File: src/common/wb_pkg.sv
/*
 * Wishbone subsystem definitions
 * Default bus widths, arbiter port count and arbitration mode codes
 */
package wb_pkg;

    // Arbiter size
    localparam int WB_PORTS = 3;                // Masters sharing the slave

    // Bus width defaults
    localparam int WB_DATA_W_DEF = 32;          // Data bus in bits
    localparam int WB_ADDR_W_DEF = 32;          // Byte address in bits
    localparam int WB_RAM_AW_DEF = 6;           // RAM word address, 64 words

    // Arbitration scheme
    localparam bit ARB_FIXED = 1'b0;            // Fixed priority
    localparam bit ARB_RR    = 1'b1;            // Round robin

    // Priority direction
    localparam bit ARB_MSB_FIRST = 1'b0;        // Highest index wins
    localparam bit ARB_LSB_FIRST = 1'b1;        // Index 0 wins

endpackage

File: src/common/wb_bus_if.sv
/*
 * Wishbone classic link
 * One master to one slave, no bursts, err or retry
 */
`timescale 1ns/1ps

interface wb_bus_if #(
    parameter int DATA_W = wb_pkg::WB_DATA_W_DEF,  // Data width in bits
    parameter int ADDR_W = wb_pkg::WB_ADDR_W_DEF   // Byte address width
);

    localparam int SEL_W = DATA_W / 8;              // One select bit per byte lane

    logic [ADDR_W-1:0] adr;                         // Byte address
    logic [DATA_W-1:0] dat_m2s;                     // Write data
    logic [DATA_W-1:0] dat_s2m;                     // Read data
    logic              we;                          // Write enable
    logic [SEL_W-1:0]  sel;                         // Byte lane select
    logic              stb;                         // Strobe, access valid
    logic              ack;                         // Access done
    logic              cyc;                         // Bus cycle in progress

    // Drives the request side
    modport master (
        output adr, dat_m2s, we, sel, stb, cyc,
        input  dat_s2m, ack
    );

    // Answers the request
    modport slave (
        input  adr, dat_m2s, we, sel, stb, cyc,
        output dat_s2m, ack
    );

endinterface

File: src/arbiter/wb_grant_arbiter.sv
/*
 * Request/grant arbiter with blocking grant
 * Fixed priority or round robin, either index direction first
 */
`timescale 1ns/1ps

module wb_grant_arbiter #(
    parameter bit ROUND_ROBIN       = wb_pkg::ARB_FIXED,     // Round robin instead of fixed
    parameter bit LSB_HIGH_PRIORITY = wb_pkg::ARB_MSB_FIRST  // Index 0 first instead of top
) (
    input  logic                        clk,
    input  logic                        rst_i,
    input  logic [wb_pkg::WB_PORTS-1:0] request_i,       // One bit per master
    output logic [wb_pkg::WB_PORTS-1:0] grant_o,         // One-hot
    output logic                        grant_valid_o,
    output logic [1:0]                  grant_idx_o      // Encoded grant
);
    import wb_pkg::*;

    localparam bit USE_RR    = (ROUND_ROBIN == ARB_RR);
    localparam bit LSB_FIRST = (LSB_HIGH_PRIORITY == ARB_LSB_FIRST);
    // Round robin pointer starts one before the first index searched
    localparam logic [1:0] IDX_INIT = LSB_FIRST ? 2'(WB_PORTS - 1) : 2'd0;

    logic [WB_PORTS-1:0] grant_q;
    logic [WB_PORTS-1:0] grant_d;
    logic                grant_valid_q;
    logic                grant_valid_d;
    logic [1:0]          grant_idx_q;                    // Also the last granted index
    logic [1:0]          grant_idx_d;
    logic [WB_PORTS-1:0] rr_mask;                        // Indices after the last winner
    logic [WB_PORTS-1:0] masked_req;
    logic [1:0]          pick_idx;                       // Winner of this cycle's search

    // First set bit in priority order
    function automatic logic [1:0] first_set(input logic [WB_PORTS-1:0] vec);
        logic [1:0] idx;
        idx = 2'd0;
        for (int i = 0; i < WB_PORTS; i++) begin
            if (LSB_FIRST) begin
                if (vec[WB_PORTS-1-i])
                    idx = 2'(WB_PORTS - 1 - i);           // Lowest set bit lands last
            end else if (vec[i]) begin
                idx = 2'(i);                              // Highest set bit lands last
            end
        end
        return idx;
    endfunction

    always_comb begin
        for (int i = 0; i < WB_PORTS; i++) begin
            if (!USE_RR)
                rr_mask[i] = 1'b1;                        // Fixed priority searches everything
            else if (LSB_FIRST)
                rr_mask[i] = (i > int'(grant_idx_q));
            else
                rr_mask[i] = (i < int'(grant_idx_q));
        end
    end

    assign masked_req = request_i & rr_mask;
    assign pick_idx   = (|masked_req) ? first_set(masked_req) : first_set(request_i); // Wrap

    always_comb begin
        grant_d       = grant_q;
        grant_valid_d = grant_valid_q;
        grant_idx_d   = grant_idx_q;
        if (grant_valid_q) begin
            if (!request_i[grant_idx_q]) begin
                grant_d       = '0;                       // Owner let go, idle one cycle
                grant_valid_d = 1'b0;
            end
        end else if (|request_i) begin
            grant_d           = '0;
            grant_d[pick_idx] = 1'b1;
            grant_valid_d     = 1'b1;
            grant_idx_d       = pick_idx;
        end
    end

    always_ff @(posedge clk) begin
        if (rst_i) begin
            grant_q       <= '0;
            grant_valid_q <= 1'b0;
            grant_idx_q   <= IDX_INIT;
        end else begin
            grant_q       <= grant_d;
            grant_valid_q <= grant_valid_d;
            grant_idx_q   <= grant_idx_d;
        end
    end

    assign grant_o       = grant_q;
    assign grant_valid_o = grant_valid_q;
    assign grant_idx_o   = grant_idx_q;

endmodule

File: src/arbiter/wb_arbiter3.sv
/*
 * Three master Wishbone arbiter
 * Grants the slave bus on cyc and holds it until the owner drops cyc
 */
`timescale 1ns/1ps

module wb_arbiter3 #(
    parameter int DATA_W            = wb_pkg::WB_DATA_W_DEF,
    parameter int ADDR_W            = wb_pkg::WB_ADDR_W_DEF,
    parameter bit ROUND_ROBIN       = wb_pkg::ARB_FIXED,
    parameter bit LSB_HIGH_PRIORITY = wb_pkg::ARB_MSB_FIRST
) (
    input logic     clk,
    input logic     rst_i,
    wb_bus_if.slave  m0,                                 // Master 0 side
    wb_bus_if.slave  m1,                                 // Master 1 side
    wb_bus_if.slave  m2,                                 // Master 2 side
    wb_bus_if.master s                                   // Toward the slave
);
    import wb_pkg::*;

    localparam int SEL_W = DATA_W / 8;

    logic [WB_PORTS-1:0] request;
    logic [WB_PORTS-1:0] grant;
    logic                grant_valid;
    logic [1:0]          grant_idx;
    logic [WB_PORTS-1:0] owner;                          // Grant qualified by valid

    assign request = {m2.cyc, m1.cyc, m0.cyc};           // cyc is the bus request
    assign owner   = grant & {WB_PORTS{grant_valid}};

    wb_grant_arbiter #(
        .ROUND_ROBIN       (ROUND_ROBIN),
        .LSB_HIGH_PRIORITY (LSB_HIGH_PRIORITY)
    ) u_grant (
        .clk           (clk),
        .rst_i         (rst_i),
        .request_i     (request),
        .grant_o       (grant),
        .grant_valid_o (grant_valid),
        .grant_idx_o   (grant_idx)
    );

    // Slave side mux, all zero without a grant
    always_comb begin
        s.adr     = {ADDR_W{1'b0}};
        s.dat_m2s = {DATA_W{1'b0}};
        s.we      = 1'b0;
        s.sel     = {SEL_W{1'b0}};
        s.stb     = 1'b0;
        s.cyc     = grant_valid;                         // Owner keeps the cycle open
        if (grant_valid) begin
            case (grant_idx)
                2'd0: begin
                    s.adr     = m0.adr;
                    s.dat_m2s = m0.dat_m2s;
                    s.we      = m0.we;
                    s.sel     = m0.sel;
                    s.stb     = m0.stb;
                end
                2'd1: begin
                    s.adr     = m1.adr;
                    s.dat_m2s = m1.dat_m2s;
                    s.we      = m1.we;
                    s.sel     = m1.sel;
                    s.stb     = m1.stb;
                end
                2'd2: begin
                    s.adr     = m2.adr;
                    s.dat_m2s = m2.dat_m2s;
                    s.we      = m2.we;
                    s.sel     = m2.sel;
                    s.stb     = m2.stb;
                end
                default: begin
                    s.stb     = 1'b0;                    // Unused code, no access
                end
            endcase
        end
    end

    // Read data to everyone, ack only to the owner
    assign m0.dat_s2m = s.dat_s2m;
    assign m1.dat_s2m = s.dat_s2m;
    assign m2.dat_s2m = s.dat_s2m;

    assign m0.ack = s.ack & owner[0];
    assign m1.ack = s.ack & owner[1];
    assign m2.ack = s.ack & owner[2];

endmodule

File: src/hdl/wb_ram.sv
/*
 * Wishbone slave RAM
 * Byte lane writes, registered read data, one cycle ack
 */
`timescale 1ns/1ps

module wb_ram #(
    parameter int DATA_W = wb_pkg::WB_DATA_W_DEF,
    parameter int ADDR_W = wb_pkg::WB_ADDR_W_DEF,
    parameter int RAM_AW = wb_pkg::WB_RAM_AW_DEF          // Depth is 2**RAM_AW words
) (
    input logic     clk,
    input logic     rst_i,
    wb_bus_if.slave s
);

    localparam int SEL_W = DATA_W / 8;
    localparam int OFS_W = $clog2(SEL_W);                 // Byte offset bits in the address
    localparam int DEPTH = 1 << RAM_AW;

    logic [DATA_W-1:0] mem [DEPTH];
    logic [ADDR_W-1:0] byte_adr;
    logic [RAM_AW-1:0] word_adr;
    logic              access;                            // New access this cycle
    logic              ack_q;
    logic [DATA_W-1:0] rdata_q;

    assign byte_adr = s.adr;
    assign word_adr = byte_adr[OFS_W +: RAM_AW];          // Upper address bits wrap
    // Ack low guards against answering the same strobe twice
    assign access   = s.cyc & s.stb & ~ack_q;

    // Storage and read port
    always_ff @(posedge clk) begin
        if (access) begin
            rdata_q <= mem[word_adr];                     // Old data on a write
            if (s.we) begin
                for (int b = 0; b < SEL_W; b++) begin
                    if (s.sel[b])
                        mem[word_adr][8*b +: 8] <= s.dat_m2s[8*b +: 8];
                end
            end
        end
    end

    always_ff @(posedge clk) begin
        if (rst_i)
            ack_q <= 1'b0;
        else
            ack_q <= access;                              // Single pulse per access
    end

    assign s.ack     = ack_q;
    assign s.dat_s2m = rdata_q;                           // Valid with ack

endmodule

File: src/hdl/wb_arb_ram_top.sv
/*
 * Shared memory subsystem
 * Three Wishbone masters reach one RAM through the arbiter
 */
`timescale 1ns/1ps

module wb_arb_ram_top #(
    parameter int DATA_W            = wb_pkg::WB_DATA_W_DEF,
    parameter int ADDR_W            = wb_pkg::WB_ADDR_W_DEF,
    parameter bit ROUND_ROBIN       = wb_pkg::ARB_FIXED,
    parameter bit LSB_HIGH_PRIORITY = wb_pkg::ARB_MSB_FIRST,
    parameter int RAM_AW            = wb_pkg::WB_RAM_AW_DEF
) (
    input  logic                  clk,
    input  logic                  rst_i,

    input  logic [ADDR_W-1:0]     wbm0_adr_i,             // Master 0
    input  logic [DATA_W-1:0]     wbm0_dat_i,
    output logic [DATA_W-1:0]     wbm0_dat_o,
    input  logic                  wbm0_we_i,
    input  logic [DATA_W/8-1:0]   wbm0_sel_i,
    input  logic                  wbm0_stb_i,
    output logic                  wbm0_ack_o,
    input  logic                  wbm0_cyc_i,

    input  logic [ADDR_W-1:0]     wbm1_adr_i,             // Master 1
    input  logic [DATA_W-1:0]     wbm1_dat_i,
    output logic [DATA_W-1:0]     wbm1_dat_o,
    input  logic                  wbm1_we_i,
    input  logic [DATA_W/8-1:0]   wbm1_sel_i,
    input  logic                  wbm1_stb_i,
    output logic                  wbm1_ack_o,
    input  logic                  wbm1_cyc_i,

    input  logic [ADDR_W-1:0]     wbm2_adr_i,             // Master 2
    input  logic [DATA_W-1:0]     wbm2_dat_i,
    output logic [DATA_W-1:0]     wbm2_dat_o,
    input  logic                  wbm2_we_i,
    input  logic [DATA_W/8-1:0]   wbm2_sel_i,
    input  logic                  wbm2_stb_i,
    output logic                  wbm2_ack_o,
    input  logic                  wbm2_cyc_i
);

    wb_bus_if #(.DATA_W(DATA_W), .ADDR_W(ADDR_W)) m0_bus ();
    wb_bus_if #(.DATA_W(DATA_W), .ADDR_W(ADDR_W)) m1_bus ();
    wb_bus_if #(.DATA_W(DATA_W), .ADDR_W(ADDR_W)) m2_bus ();
    wb_bus_if #(.DATA_W(DATA_W), .ADDR_W(ADDR_W)) ram_bus ();  // Arbiter to RAM

    // Master 0 pins onto its link
    assign m0_bus.adr     = wbm0_adr_i;
    assign m0_bus.dat_m2s = wbm0_dat_i;
    assign m0_bus.we      = wbm0_we_i;
    assign m0_bus.sel     = wbm0_sel_i;
    assign m0_bus.stb     = wbm0_stb_i;
    assign m0_bus.cyc     = wbm0_cyc_i;
    assign wbm0_dat_o     = m0_bus.dat_s2m;
    assign wbm0_ack_o     = m0_bus.ack;

    // Master 1
    assign m1_bus.adr     = wbm1_adr_i;
    assign m1_bus.dat_m2s = wbm1_dat_i;
    assign m1_bus.we      = wbm1_we_i;
    assign m1_bus.sel     = wbm1_sel_i;
    assign m1_bus.stb     = wbm1_stb_i;
    assign m1_bus.cyc     = wbm1_cyc_i;
    assign wbm1_dat_o     = m1_bus.dat_s2m;
    assign wbm1_ack_o     = m1_bus.ack;

    // Master 2
    assign m2_bus.adr     = wbm2_adr_i;
    assign m2_bus.dat_m2s = wbm2_dat_i;
    assign m2_bus.we      = wbm2_we_i;
    assign m2_bus.sel     = wbm2_sel_i;
    assign m2_bus.stb     = wbm2_stb_i;
    assign m2_bus.cyc     = wbm2_cyc_i;
    assign wbm2_dat_o     = m2_bus.dat_s2m;
    assign wbm2_ack_o     = m2_bus.ack;

    wb_arbiter3 #(
        .DATA_W            (DATA_W),
        .ADDR_W            (ADDR_W),
        .ROUND_ROBIN       (ROUND_ROBIN),
        .LSB_HIGH_PRIORITY (LSB_HIGH_PRIORITY)
    ) u_arb (
        .clk   (clk),
        .rst_i (rst_i),
        .m0    (m0_bus.slave),
        .m1    (m1_bus.slave),
        .m2    (m2_bus.slave),
        .s     (ram_bus.master)
    );

    wb_ram #(
        .DATA_W (DATA_W),
        .ADDR_W (ADDR_W),
        .RAM_AW (RAM_AW)
    ) u_ram (
        .clk   (clk),
        .rst_i (rst_i),
        .s     (ram_bus.slave)
    );

endmodule

File: config.mk
export PLATFORM = sky130hd
export DESIGN_NAME = wb_arb_ram_top
export DESIGN_NICKNAME = d
export VERILOG_FILES = /design/src/common/wb_pkg.sv /design/src/common/wb_bus_if.sv /design/src/arbiter/wb_grant_arbiter.sv /design/src/arbiter/wb_arbiter3.sv /design/src/hdl/wb_ram.sv /design/src/hdl/wb_arb_ram_top.sv
export SDC_FILE = /design/constraint.sdc
export NUM_CORES = 2
export LEC_CHECK = 0
export BUFFER_PORTS_ARGS = -buffer_cell sky130_fd_sc_hd__buf_2
export CELL_PAD_IN_SITES_DETAIL_PLACEMENT = 1
export CELL_PAD_IN_SITES_GLOBAL_PLACEMENT = 1
export CORE_ASPECT_RATIO = 1.2
export CORE_MARGIN = 4
export CORE_UTILIZATION = 40
export CTS_CLUSTER_DIAMETER = 60
export DETAILED_ROUTE_END_ITERATION = 12
export PLACE_DENSITY = 0.71
export SYNTH_ARGS = -nofsm -noshare
export SYNTH_HDL_FRONTEND = slang
export SYNTH_SLANG_ARGS = --single-unit
File: constraint.sdc
create_clock -name clk -period 3.6 [get_ports clk]
set_clock_uncertainty 0.05 [all_clocks]
set_input_delay 0.54 -clock clk [delete_from_list [all_inputs] [get_ports clk]]
set_output_delay 0.54 -clock clk [all_outputs]
set_load 0.01 [all_outputs]
==> qor.csv <==
stage,metric,value,unit
status,outcome,finished with violations,
status,violated checks,negative setup slack,
cells_and_area,"commonest non-fill, non-tap cell in the layout",edfxtp_1,
routing,drt first-iter violations,8451,
clocking,H-tree levels,4,
worst_setup_path,Worst EP required,4.15,ns
timing,fmax,268,MHz
placed_design,gp weighted congestion,0.940,
routing,vias per inst,6.33,
synthesis,#FFs+latches synth,2087,
timing,Worst Max-Slew Pin Slew,1.17,ns
worst_setup_path,Crit path max-delay family,simple AND/OR/NAND/NOR gates,
synthesis,largest cells by area after synthesis,"edfxtp_1, a21oi_1, nand2_1",
worst_hold_path,hold endpoint,u_arb.u_grant.grant_o[0]$_SDFFE_PP0P_,
power,Sw Ratio,0.252,
synthesis,Post-Syn Instances,5180,
timing,final setup fails,80,
cells_and_area,finished layout cell area,0.0991,mm^2
power,Pint,40600,uW
cells_and_area,most frequent cells in the layout,"edfxtp_1, buf_4, nand2_1",
power,Comb power frac,0.118,
synthesis,Yosys cell types,72,
power,worst IR drop on VDD,0.414,mV
floorplan,DIE WIDTH,418,um
synthesis,Synth Flop Type,edfxtp_1,
cells_and_area,area delta synth->final,23.0,%
floorplan,num rows,180,
synthesis,Syn Nets,5395,
timing,final worst path period need,3.73,ns
placed_design,hpwl dp,214,mm
worst_setup_path,crit-path max cell delay,0.53,ns
worst_setup_path,Worst R2R Setup Slack,-0.13,ns
worst_setup_path,WS Path Type,reg2reg,
clocking,CTS tree,yes,
power,sequential power share,0.500,
floorplan,Starting Density,0.402,
grt,largest net degree at the start of global routing,65,
worst_setup_path,Stages on worst setup path,12,
power,Static Leak,0.0337,uW
cells_and_area,final net count,6369,
timing,Final Cycle Share,1.04,
timing,Worst Slack Setup Final,-0.129,ns
grt,initial antenna violation count,14,
cells_and_area,share of layout cells above drive strength 1,0.255,
worst_setup_path,Worst path most repeated cell,buf_4,
timing,total negative slack,-3.07,ns
power,PD cells,548,mW/mm^2
grt,gr ovfl total,0,
timing,Slew HR,0.216,
cells_and_area,Fill cells,19400,
floorplan,die area,0.209,mm^2
synthesis,ys async rst share,0,
synthesis,Post-synth EDFFs,2080,
timing,count of final max-slew check failures,0,
worst_hold_path,number of cells on the worst hold path,3,
floorplan,core area,0.200,mm^2
worst_setup_path,CP endpoint kind,flip-flop,
clocking,Root Buffer,clkbuf_16,
worst_setup_path,startpoint types,flip-flop,
clocking,clock latency on the worst-skew pair,0.87,ns
worst_setup_path,arrival time at the worst endpoint,4.28,ns
clocking,Clock Pin Slew Worst Setup and Hold Paths,0.06,ns
worst_setup_path,crit path from,u_arb.u_grant.grant_idx_o[0]$_SDFFE_PP0P_,
worst_setup_path,R2R Path End,u_ram.s.dat_s2m[12]$_DFFE_PP_,
synthesis,Ys Warns,0,
flow_run,maxcap violations,0,
power,Net Switching,13700,uW
placed_design,placed cell areas,0.0920,mm^2
worst_setup_path,Critical path buffers and inverters,5,
clocking,Sink Count,2087,
synthesis,post-synth top area cell,edfxtp_1,
synthesis,Mapped Area,0.0806,mm^2
synthesis,Syn Area/Cell,15.6,um^2
routing,drt pass-1 iters,7,
timing,Hold Fails Final Rpt,0,
worst_hold_path,Hold WC Path Type,in2reg,
routing,routed vias,56800,
floorplan,Die H,500,um
grt,global-route usage over all layers,0.300,
worst_setup_path,Crit-path slowest cell,or4_1,
power,Clock Power Share,0.383,
routing,Remaining DRCs,0,
power,Overall Power,54300,uW
clocking,clock buffer depth,3,
worst_setup_path,crit-path max FO,10,
synthesis,register area share after synthesis,0.777,
floorplan,I/O Pins,314,
worst_setup_path,Reg2Reg Launch Point,u_arb.u_grant.grant_idx_o[0]$_SDFFE_PP0P_,
grt,first-pass GRT wire length,444,mm
timing,RSZ-0062 raised after global routing,true,
worst_setup_path,worst reg2reg path depth,12,
routing,antenna-violating nets left,0,
clocking,number of CTS-inserted buffers,192,
worst_hold_path,worst hold start,wbm0_cyc_i,
routing,routed len/inst,35.8,um
synthesis,share of Yosys cell area claimed by the top area cell type,0.775,
worst_setup_path,critical-path cell list,buf_4 > buf_12 > nand3b_1 > buf_4 > o21a_1 > buf_4 > nand4_1 > buf_4 > nor2_1 > a22oi_2 > nand4_1 > or4_1,
routing,final WL,321,mm
placed_design,number of port buffers,235,
grt,vias in the first global route,58000,
stage by stage:
stage | instances | hold slack [ns] | setup WS (ns) | utilization
2_1_floorplan | 5180 | 0.376 | -0.290 | -
3_3_place_gp | 8566 | 0.399 | -1.17 | 0.459
3_5_place_dp | 8567 | 0.407 | -0.466 | 0.459
4_1_cts | 8947 | 0.0185 | -0.0262 | 0.492
5_1_grt | 8960 | 0.0751 | -0.0917 | 0.494
6_report | 8968 | 0.0513 | -0.129 | 0.494
power by group through the flow:
stage / clock, uW / combinational [uW] / sequential (uW)
6_report: 20800 / 6390 / 27100
3_5_place_dp: 0 / 5990 / 27700
5_1_grt: 21900 / 6500 / 27100
3_3_place_gp: 0 / 5820 / 27700
4_1_cts: 20900 / 6140 / 27100
2_1_floorplan: 0 / 2550 / 27700
worst min-delay path: cells and delay by family:
| family | cells | cell delay, ns |
|---|---|---|
| AOI/OAI and AO/OA | 1 | 0.10 |
| buffers and inverters | 1 | 0.12 |
| and+or+nand+nor | 1 | 0.16 |
worst max-delay path by stage:
stage / slack [ns] / end
final: -0.13 / u_ram.s.dat_s2m[12]$_DFFE_PP_
after global routing: -0.09 / u_ram.mem[41][1]$_DFFE_PP_
after CTS: -0.03 / u_ram.s.dat_s2m[28]$_DFFE_PP_
after detailed placement: -0.47 / u_ram.s.dat_s2m[16]$_DFFE_PP_
after global placement: -1.17 / u_ram.s.dat_s2m[25]$_DFFE_PP_
after floorplan: -0.29 / u_ram.mem[0][19]$_DFFE_PP_
what timing repair did:
item / in CTS / in global routing
pin swaps: 7 / 17
hold endpoints to repair: 5 / 0
gates resized for setup: 35 / 55
setup buffers: 16 / 13
endpoints found under the setup margin: 283 / 118
cloned: 0 / 0
hold buffers: 4 / 0
cell families after synthesis:
family                 after synthesis  synth area share
DFF                               2087             0.777
AOI/OAI and AO/OA                 1314             0.110
and+or+nand+nor                   1147            0.0592
buffers and inverters              400            0.0243
muxes                              232            0.0296
per-layer routing:
metal | up-vias | part of all wire | GRT usage
met2 | 4519 | 0.47 | 0.482
met4 | 10 | 0.081 | 0.207
met5 | - | 0.00018 | 0
met3 | 1044 | 0.11 | 0.0657
met1 | 28900 | 0.34 | 0.363
li1 | 22300 | - | -
final cells by class:
| cell class | count | area, um^2 | area share |
|---|---|---|---|
| flip-flops and latches | 2087 | 62600 | 0.632 |
| diodes | 9 | 22.5 | 0.000227 |
| multi-input cells | 2693 | 16800 | 0.169 |
| inverters | 6 | 25.0 | 0.000253 |
| well taps | 2639 | 3300 | 0.0333 |
| clock buffers | 232 | 5020 | 0.0507 |
| clock inverters | 128 | 1270 | 0.0128 |
| repair buffers | 1174 | 10000 | 0.101 |
Yosys cell counts, types with 4 or more instances:
library cell	n
clkbuf_1	129
a21oi_1	454
edfxtp_1	2080
mux2_2	27
o22ai_1	40
nor4_1	8
a31oi_1	80
a222oi_1	64
nand3_1	86
buf_1	53
dfxtp_1	7
a311oi_1	6
nor3_1	24
a32oi_1	17
buf_2	136
inv_1	6
o2111ai_1	6
a22o_1	44
a211oi_1	15
nand4_1	29
a211o_1	4
buf_4	75
a221oi_1	91
and3_1	27
a2bb2oi_1	9
nand2_1	562
a2111oi_0	12
a22oi_1	267
or4_1	5
a221o_1	13
mux2i_1	202
o211ai_1	29
o2bb2ai_1	27
a21o_1	7
nor2_1	376
nor3_2	4
o21ai_0	99
o221ai_1	5
registers in the layout (all words and copies together) (netlist names):
name	cells
u_arb.u_grant.grant_idx_o	2
u_arb.u_grant.grant_o	3
u_arb.u_grant.grant_valid_o	1
u_ram.mem	2048
u_ram.s.ack	1
u_ram.s.dat_s2m	32
No activity file was read; power rests on OpenSTA's default activity.
